<file path="config.mk">
export PLATFORM = sky130hd
export DESIGN_NAME = rvfi_step_compare
export DESIGN_NICKNAME = d
export VERILOG_FILES = /design/src/common/rvfi_cmp_pkg.sv /design/src/hdl/cmp_ctrl_fsm.sv /design/src/hdl/retire_gap_timer.sv /design/src/hdl/rvfi_field_cmp.sv /design/src/hdl/rvfi_step_compare.sv /design/src/rvfi_queue/rvfi_queue.sv
export SDC_FILE = /design/constraint.sdc
export NUM_CORES = 1
export LEC_CHECK = 0
export BUFFER_PORTS_ARGS = -buffer_cell sky130_fd_sc_hd__buf_2
export CAP_MARGIN = 25
export CORE_MARGIN = 10
export CORE_UTILIZATION = 45
export CTS_CLUSTER_SIZE = 12
export DETAILED_ROUTE_END_ITERATION = 8
export PLACE_DENSITY = 0.63
export SYNTH_ARGS = -nofsm -noshare
export SYNTH_HDL_FRONTEND = slang
export SYNTH_HIERARCHICAL = 1
export SYNTH_SLANG_ARGS = --single-unit
</file>
<file path="constraint.sdc">
create_clock -name rvfi_rm -period 25.3 [get_ports rvfi_rm]
set_input_delay 2.53 -clock rvfi_rm [delete_from_list [all_inputs] [get_ports rvfi_rm]]
set_output_delay 2.53 -clock rvfi_rm [all_outputs]
set_load 0.01 [all_outputs]
</file>
<file path="src/common/rvfi_cmp_pkg.sv">
// ------------------------------
// shared types for the RVFI step-and-compare checker
// retirement record, field mask, result and FSM states
// ------------------------------

package rvfi_cmp_pkg;

  // default sizes for the top level parameters
  localparam int DEF_QUEUE_DEPTH = 4;
  localparam int DEF_GAP_LIMIT   = 64;

  // pair and mismatch counter width
  localparam int CNT_W = 16;

  // compared subset of one RVFI retirement
  typedef struct packed {
    logic [31:0] pc_rdata;
    logic [31:0] insn;
    logic        trap;
    logic        halt;
    logic [2:0]  dbg;
    logic        dbg_mode;
    logic        nmip;
    logic        intr;
    logic [1:0]  mode;
    logic [4:0]  rd1_addr;
    logic [31:0] rd1_wdata;
  } rvfi_rec_t;

  // set bit = field differs between core and model
  typedef struct packed {
    logic pc_rdata;
    logic insn;
    logic trap;
    logic halt;
    logic dbg;
    logic dbg_mode;
    logic nmip;
    logic intr;
    logic mode;
    logic rd1_addr;
    logic rd1_wdata;
  } field_mask_t;

  // one compare outcome tagged with the core pc
  typedef struct packed {
    logic        mismatch;
    field_mask_t mask;
    logic [31:0] pc_rdata;
  } cmp_result_t;

  // checker control states also exported as status
  typedef enum logic [2:0] {
    ST_IDLE     = 3'd0,
    ST_RUN      = 3'd1,
    ST_FAIL     = 3'd2,
    ST_STALL    = 3'd3,
    ST_OVERFLOW = 3'd4
  } cmp_state_e;

endpackage

</file>
<file path="src/hdl/cmp_ctrl_fsm.sv">
// ------------------------------
// checker control FSM, pop strobe and status
// saturating pair and mismatch counters
// ------------------------------
`timescale 1ns/10ps

module cmp_ctrl_fsm (
  input  logic                           rvfi_rm,
  input  logic                           arst_n_i,
  input  logic                           enable_i,
  input  logic                           stop_on_mismatch_i,
  input  logic                           core_ready_i,
  input  logic                           rm_ready_i,
  input  logic                           core_ovf_i,
  input  logic                           rm_ovf_i,
  input  logic                           stall_i,
  input  logic                           result_valid_i,
  input  logic                           mismatch_i,
  output logic                           pop_o,
  output rvfi_cmp_pkg::cmp_state_e       state_o,
  output logic [rvfi_cmp_pkg::CNT_W-1:0] pair_count_o,
  output logic [rvfi_cmp_pkg::CNT_W-1:0] mismatch_count_o
);

  rvfi_cmp_pkg::cmp_state_e state_d;
  logic                     bad_result;

  assign bad_result = result_valid_i && mismatch_i;

  always_comb begin
    state_d = state_o;
    case (state_o)
      rvfi_cmp_pkg::ST_IDLE: begin
        if (enable_i) begin
          state_d = rvfi_cmp_pkg::ST_RUN;
        end
      end
      rvfi_cmp_pkg::ST_RUN: begin
        // lost records first, then stall, then mismatch
        if (core_ovf_i || rm_ovf_i) begin
          state_d = rvfi_cmp_pkg::ST_OVERFLOW;
        end else if (stall_i) begin
          state_d = rvfi_cmp_pkg::ST_STALL;
        end else if (bad_result && stop_on_mismatch_i) begin
          state_d = rvfi_cmp_pkg::ST_FAIL;
        end
      end
      // fail, stall and overflow hold until reset
      default: state_d = state_o;
    endcase
  end

  // no pop on the edge that leaves ST_RUN, so nothing more retires after a stop
  assign pop_o = (state_o == rvfi_cmp_pkg::ST_RUN) && (state_d == rvfi_cmp_pkg::ST_RUN) &&
                 core_ready_i && rm_ready_i;

  always_ff @(posedge rvfi_rm or negedge arst_n_i) begin
    if (!arst_n_i) begin
      state_o          <= rvfi_cmp_pkg::ST_IDLE;
      pair_count_o     <= '0;
      mismatch_count_o <= '0;
    end else begin
      state_o <= state_d;
      // counters stick at all ones
      if (result_valid_i && (pair_count_o != '1)) begin
        pair_count_o <= pair_count_o + 1'b1;
      end
      if (bad_result && (mismatch_count_o != '1)) begin
        mismatch_count_o <= mismatch_count_o + 1'b1;
      end
    end
  end

endmodule

</file>
<file path="src/hdl/retire_gap_timer.sv">
// ------------------------------
// retirement gap timer
// stall when one side stays silent too long
// ------------------------------
`timescale 1ns/10ps

module retire_gap_timer #(
  parameter int GAP_LIMIT = 64
) (
  input  logic rvfi_rm,
  input  logic arst_n_i,
  input  logic core_ready_i,
  input  logic rm_ready_i,
  output logic stall_o
);

  localparam int GAP_W = $clog2(GAP_LIMIT + 1);

  logic [GAP_W-1:0] gap_cnt_q;
  logic             one_sided;

  // exactly one queue holds records
  assign one_sided = core_ready_i ^ rm_ready_i;
  assign stall_o   = (gap_cnt_q == GAP_W'(GAP_LIMIT));

  always_ff @(posedge rvfi_rm or negedge arst_n_i) begin
    if (!arst_n_i) begin
      gap_cnt_q <= '0;
    end else if (!one_sided) begin
      gap_cnt_q <= '0;
    end else if (!stall_o) begin
      // saturate at the limit
      gap_cnt_q <= gap_cnt_q + 1'b1;
    end
  end

endmodule

</file>
<file path="src/hdl/rvfi_field_cmp.sv">
// ------------------------------
// registered field compare of one core/model record pair
// applies trap and rd1 masking
// ------------------------------
`timescale 1ns/10ps

module rvfi_field_cmp (
  input  logic                      rvfi_rm,
  input  logic                      arst_n_i,
  input  logic                      sample_i,
  input  rvfi_cmp_pkg::rvfi_rec_t   core_i,
  input  rvfi_cmp_pkg::rvfi_rec_t   rm_i,
  output logic                      result_valid_o,
  output rvfi_cmp_pkg::cmp_result_t result_o
);

  rvfi_cmp_pkg::field_mask_t mask;
  logic                      any_trap;

  assign any_trap = core_i.trap || rm_i.trap;

  always_comb begin
    // plain field compares
    mask.pc_rdata = (core_i.pc_rdata != rm_i.pc_rdata);
    mask.insn     = (core_i.insn     != rm_i.insn);
    mask.trap     = (core_i.trap     != rm_i.trap);
    mask.halt     = (core_i.halt     != rm_i.halt);
    mask.dbg      = (core_i.dbg      != rm_i.dbg);
    mask.dbg_mode = (core_i.dbg_mode != rm_i.dbg_mode);
    mask.nmip     = (core_i.nmip     != rm_i.nmip);
    mask.intr     = (core_i.intr     != rm_i.intr);
    mask.mode     = (core_i.mode     != rm_i.mode);
    // rd1 is unreliable on a trap as core and model may differ
    mask.rd1_addr  = !any_trap && (core_i.rd1_addr != rm_i.rd1_addr);
    // x0 write data is don't care
    mask.rd1_wdata = !any_trap && (core_i.rd1_addr != '0) &&
                     (core_i.rd1_wdata != rm_i.rd1_wdata);
  end

  // result strobe one cycle after the pop
  always_ff @(posedge rvfi_rm or negedge arst_n_i) begin
    if (!arst_n_i) begin
      result_valid_o <= 1'b0;
    end else begin
      result_valid_o <= sample_i;
    end
  end

  // payload held until the next sample
  always_ff @(posedge rvfi_rm) begin
    if (sample_i) begin
      result_o.mismatch <= |mask;
      result_o.mask     <= mask;
      result_o.pc_rdata <= core_i.pc_rdata;
    end
  end

endmodule

</file>
<file path="src/hdl/rvfi_step_compare.sv">
// ------------------------------
// top of the RVFI step-and-compare checker
// two queues, comparator, control FSM, gap timer
// ------------------------------
`timescale 1ns/10ps

module rvfi_step_compare #(
  parameter int QUEUE_DEPTH = rvfi_cmp_pkg::DEF_QUEUE_DEPTH,
  parameter int GAP_LIMIT   = rvfi_cmp_pkg::DEF_GAP_LIMIT
) (
  input  logic                           rvfi_rm,
  input  logic                           arst_n_i,
  input  logic                           enable_i,
  input  logic                           stop_on_mismatch_i,
  input  logic                           core_valid_i,
  input  rvfi_cmp_pkg::rvfi_rec_t        core_rec_i,
  input  logic                           rm_valid_i,
  input  rvfi_cmp_pkg::rvfi_rec_t        rm_rec_i,
  output logic                           result_valid_o,
  output rvfi_cmp_pkg::cmp_result_t      result_o,
  output rvfi_cmp_pkg::cmp_state_e       state_o,
  output logic [rvfi_cmp_pkg::CNT_W-1:0] pair_count_o,
  output logic [rvfi_cmp_pkg::CNT_W-1:0] mismatch_count_o
);

  rvfi_cmp_pkg::rvfi_rec_t core_head;
  rvfi_cmp_pkg::rvfi_rec_t rm_head;
  logic                    core_ready;
  logic                    rm_ready;
  logic                    core_ovf;
  logic                    rm_ovf;
  logic                    pop;
  logic                    stall;

  // core side
  rvfi_queue #(.DEPTH(QUEUE_DEPTH)) core_queue_i (
    .rvfi_rm    (rvfi_rm),
    .arst_n_i   (arst_n_i),
    .push_i     (core_valid_i),
    .rec_i      (core_rec_i),
    .pop_i      (pop),
    .head_o     (core_head),
    .not_empty_o(core_ready),
    .overflow_o (core_ovf)
  );

  // reference model side
  rvfi_queue #(.DEPTH(QUEUE_DEPTH)) rm_queue_i (
    .rvfi_rm    (rvfi_rm),
    .arst_n_i   (arst_n_i),
    .push_i     (rm_valid_i),
    .rec_i      (rm_rec_i),
    .pop_i      (pop),
    .head_o     (rm_head),
    .not_empty_o(rm_ready),
    .overflow_o (rm_ovf)
  );

  // heads sampled on the shared pop
  rvfi_field_cmp field_cmp_i (
    .rvfi_rm       (rvfi_rm),
    .arst_n_i      (arst_n_i),
    .sample_i      (pop),
    .core_i        (core_head),
    .rm_i          (rm_head),
    .result_valid_o(result_valid_o),
    .result_o      (result_o)
  );

  cmp_ctrl_fsm ctrl_fsm_i (
    .rvfi_rm           (rvfi_rm),
    .arst_n_i          (arst_n_i),
    .enable_i          (enable_i),
    .stop_on_mismatch_i(stop_on_mismatch_i),
    .core_ready_i      (core_ready),
    .rm_ready_i        (rm_ready),
    .core_ovf_i        (core_ovf),
    .rm_ovf_i          (rm_ovf),
    .stall_i           (stall),
    .result_valid_i    (result_valid_o),
    .mismatch_i        (result_o.mismatch),
    .pop_o             (pop),
    .state_o           (state_o),
    .pair_count_o      (pair_count_o),
    .mismatch_count_o  (mismatch_count_o)
  );

  retire_gap_timer #(.GAP_LIMIT(GAP_LIMIT)) gap_timer_i (
    .rvfi_rm     (rvfi_rm),
    .arst_n_i    (arst_n_i),
    .core_ready_i(core_ready),
    .rm_ready_i  (rm_ready),
    .stall_o     (stall)
  );

endmodule

</file>
<file path="src/rvfi_queue/rvfi_queue.sv">
// ------------------------------
// in-order queue of retirement records for one stream
// circular buffer with sticky overflow flag
// ------------------------------
`timescale 1ns/10ps

module rvfi_queue #(
  parameter int DEPTH = 4
) (
  input  logic                   rvfi_rm,
  input  logic                   arst_n_i,
  input  logic                   push_i,
  input  rvfi_cmp_pkg::rvfi_rec_t rec_i,
  input  logic                   pop_i,
  output rvfi_cmp_pkg::rvfi_rec_t head_o,
  output logic                   not_empty_o,
  output logic                   overflow_o
);

  localparam int PTR_W = (DEPTH > 1) ? $clog2(DEPTH) : 1;
  localparam int OCC_W = $clog2(DEPTH + 1);

  rvfi_cmp_pkg::rvfi_rec_t mem [DEPTH];

  logic [PTR_W-1:0] wr_ptr_q;
  logic [PTR_W-1:0] rd_ptr_q;
  logic [OCC_W-1:0] occ_q;
  logic             full;
  logic             push_ok;
  logic             pop_ok;

  // explicit wrap since depth need not be a power of two
  function automatic logic [PTR_W-1:0] inc_ptr(input logic [PTR_W-1:0] ptr);
    return (ptr == PTR_W'(DEPTH - 1)) ? '0 : ptr + 1'b1;
  endfunction

  assign full        = (occ_q == OCC_W'(DEPTH));
  assign not_empty_o = (occ_q != '0);
  // a pop in the same cycle frees a slot for the push
  assign pop_ok      = pop_i && not_empty_o;
  assign push_ok     = push_i && (!full || pop_ok);
  assign head_o      = mem[rd_ptr_q];

  // record storage
  always_ff @(posedge rvfi_rm) begin
    if (push_ok) begin
      mem[wr_ptr_q] <= rec_i;
    end
  end

  always_ff @(posedge rvfi_rm or negedge arst_n_i) begin
    if (!arst_n_i) begin
      wr_ptr_q   <= '0;
      rd_ptr_q   <= '0;
      occ_q      <= '0;
      overflow_o <= 1'b0;
    end else begin
      if (push_ok) begin
        wr_ptr_q <= inc_ptr(wr_ptr_q);
      end
      if (pop_ok) begin
        rd_ptr_q <= inc_ptr(rd_ptr_q);
      end
      // occupancy only moves when exactly one side acts
      if (push_ok && !pop_ok) begin
        occ_q <= occ_q + 1'b1;
      end else if (pop_ok && !push_ok) begin
        occ_q <= occ_q - 1'b1;
      end
      // a dropped record sets the sticky flag as RVFI cannot be stalled
      if (push_i && !push_ok) begin
        overflow_o <= 1'b1;
      end
    end
  end

endmodule
</file>
==> results_dict.tcl <==
set metrics [dict create \
    grt_first_pass_wirelength_mm 121.1 \
    numPortBuffers 307 \
    rrSetupSlack_ns 20.06 \
    syn_to_final_growth_pct 15.47 \
    arrival_ns 6.62 \
    cts_sinks 991 \
    final_cell_mix "edfxtp_1 (932), buf_2 (307), mux4_2 (222), xnor2_1 (118), clkbuf_16 (104)" \
    finalMaxSlewViolations 0 \
    tightest_slew_ns 1.035 \
    initial_core_util_pct 45.24 \
    synthArstFlopShare_pct 5.954 \
    vias_per_cell 5.446 \
    coreArea_um2 83290 \
    min_period_over_period_pct 25.07 \
    hold_violations 0 \
    ir_drop_mv 0.06628 \
    yosysSeqAreaShare_pct 78.20 \
    status "finished clean" \
    fill_cells 6498 \
    setup_ws_ns 18.96 \
    numCtsBuffers 103 \
    worstSetupStartpoint "enable_i" \
    crit_path_start_kind "primary input" \
    hold_class "flip-flop to flip-flop" \
    grt_max_degree 70 \
    clk_latency_ns 0.66 \
    r2r_end "field_cmp_i/result_o[43]" \
    cts_buffer_depth 3 \
    hold_ws_ns 0.4823 \
    ys_ff_latch 991 \
    overflow 0 \
    yosysTopAreaCellShare_pct 74.28 \
    final_layout_size_suffix_gt1_share_pct 34.64 \
    vias 17300 \
    cap_violations 0 \
    nets 2261 \
    finalSetupTns_ns 0 \
    drt-total-wl_mm 82.12 \
    crit_end "core_queue_i/mem[3][66]" \
    max_slew_margin_pct 30.98 \
    cts_setup_buffers 0 \
    dp_hpwl_mm 53.58 \
    regToRegStartpoint "core_queue_i/rd_ptr_q[0]" \
    cp.required_ns 25.58 \
    leakage_nw 14.48 \
    cts_root_buf "clkbuf_16" \
    synth_area_um2 37680 \
    dp.cells 2987 \
    finalClockSkew_ns 0.03611 \
    cts_tree "yes" \
    worstSetupPathType "primary input to flip-flop" \
    setup_viol 0 \
    postCtsResizedCells 0 \
    ys.flop_type "edfxtp_1" \
    clk_pin_slew_ns 0.06 \
    final_common_cell "edfxtp_1" \
    io_pins 308 \
    synth_cell_types 47 \
    avgSynthCellArea_um2 23.10 \
    rsz0062_at_grt "false" \
    critPathMaxFanout 49 \
    place_ws_ns 18.15 \
    drtAntennaViolNets 0 \
    worst_r2r_path_depth 8 \
    avgRoutedWirePerCell_um 25.86 \
    fp.dieW_um 309.4 \
    grt_usage_pct 17.15 \
    rows 106 \
    grt_pass1_vias 18320 \
    antenna_found_initial 52 \
    synth.largest_area_cell "edfxtp_1" \
    max_clock_freq_mhz 157.7 \
    synth_fp_nets 1878 \
    stdcell_count 3176 \
    syn_inst 1631 \
    synth_edf_count 932 \
    crit_path_end_kind "flip-flop" \
    firstDrtPassIters 8 \
    synth.area.top_cells "edfxtp_1 (74%), mux4_2 (13%), dfrtp_1 (3.9%)" \
    fin_crit_ns 6.342 \
    postCtsHoldBufs 0 \
    drcViolationCount 0 \
    drt_iter0_markers 1327 \
    htree_num_levels 3 \
    pwr_density_cell_nw_per_um2 113.4 \
    fp.dieH_um 309.4 \
    gp_congestion 0.7457 \
    fp.dieArea_um2 95700 \
    yosys_warnings 6 \
    power_w 0.004932 \
]
## cell families after synthesis
group / after synthesis / share of synthesized area, %
compound gates: 20 / 0.3752
xor+xnor: 149 / 3.464
fa+ha+maj: 19 / 0.6708
buf+inv: 66 / 1.305
flops: 991 / 78.20
mux: 234 / 13.63
simple gates: 152 / 2.361
## state kept, by name (all words and copies together) (netlist names)
name,count
rm_queue_i/overflow_o,1
gap_timer_i/gap_cnt_q,7
rm_queue_i/rd_ptr_q,2
field_cmp_i/result_valid_o,1
ctrl_fsm_i/state_o,3
rm_queue_i/occ_q,3
core_queue_i/mem,444
core_queue_i/wr_ptr_q,2
core_queue_i/rd_ptr_q,2
field_cmp_i/result_o,44
rm_queue_i/mem,444
ctrl_fsm_i/mismatch_count_o,16
core_queue_i/occ_q,3
ctrl_fsm_i/pair_count_o,16
rm_queue_i/wr_ptr_q,2
core_queue_i/overflow_o,1
## how the worst min path moves through the flow
stage                                     start               endpoint  slack, ns  depth (start not counted)
after detailed placement    rm_queue_i/occ_q[2]    rm_queue_i/occ_q[2]       0.47                          1
after floorplan           core_queue_i/occ_q[2]  core_queue_i/occ_q[2]       0.45                          1
after CTS                   rm_queue_i/occ_q[2]    rm_queue_i/occ_q[2]       0.48                          1
after global placement    core_queue_i/occ_q[2]  core_queue_i/occ_q[2]       0.47                          1
after global routing        rm_queue_i/occ_q[2]    rm_queue_i/occ_q[2]       0.52                          1
final                       rm_queue_i/occ_q[2]    rm_queue_i/occ_q[2]       0.48                          1
## layer usage
| metal | routed length [um] | vias to the layer above | part of all wire (%) | track usage (%) |
|---|---|---|---|---|
| met5 | 239 | - | 0.29 | 0 |
| met4 | 2005 | 38 | 2.4 | 4.326 |
| met3 | 6579 | 198 | 8.0 | 5.194 |
| met2 | 40340 | 519 | 49 | 27.99 |
| met1 | 32950 | 9013 | 40 | 22.38 |
| li1 | - | 7529 | - | - |
## synth_stat cells (10+ instances only)
library cell  number
edfxtp_1         932
mux4_2           222
xnor2_1          118
dfrtp_1           59
xor2_1            31
nand4_1           29
nand2_1           23
buf_2             21
nor2_1            20
nand3_1           18
ha_1              17
buf_8             14
inv_1             13
mux2_2            12
nor3_1            10
## power breakdown
| group | total (W) | internal (W) | switching [W] |
|---|---|---|---|
| sequential | 0.00228 | 0.00215 | 0.000126 |
| combinational | 0.00126 | 0.000588 | 0.000672 |
| clock | 0.00139 | 0.000796 | 0.000596 |
## cell type report
| class | count | area, um2 | area share (%) |
|---|---|---|---|
| flip-flops and latches | 991 | 29480 | 67.76 |
| multi-input cells | 574 | 7749 | 17.81 |
| clock buffers | 130 | 2720 | 6.252 |
| repair buffers | 331 | 1769 | 4.067 |
| well taps | 1080 | 1351 | 3.106 |
| clock inverters | 45 | 360.3 | 0.8283 |
| inverters | 13 | 48.80 | 0.1122 |
| diodes | 12 | 30.03 | 0.06902 |
## worst max-delay path: stages
cell and delay [ns]:
buf_2 0.10, or4b_2 0.58, nand4_1 0.13, nor3b_2 0.17, buf_4 0.58, nor4b_2 0.12, nor2b_1 0.48, and2_4 0.64
buf_4 0.57, buf_4 0.59
## through the flow
step	instance area (um2)	util (%)
detailed placement	40350	48.44
finish	43510	52.24
CTS	43430	52.14
global placement	40320	48.41
global route	43490	52.21
floorplan	37680	-
Note: power is estimated with default switching activity, not from simulation.
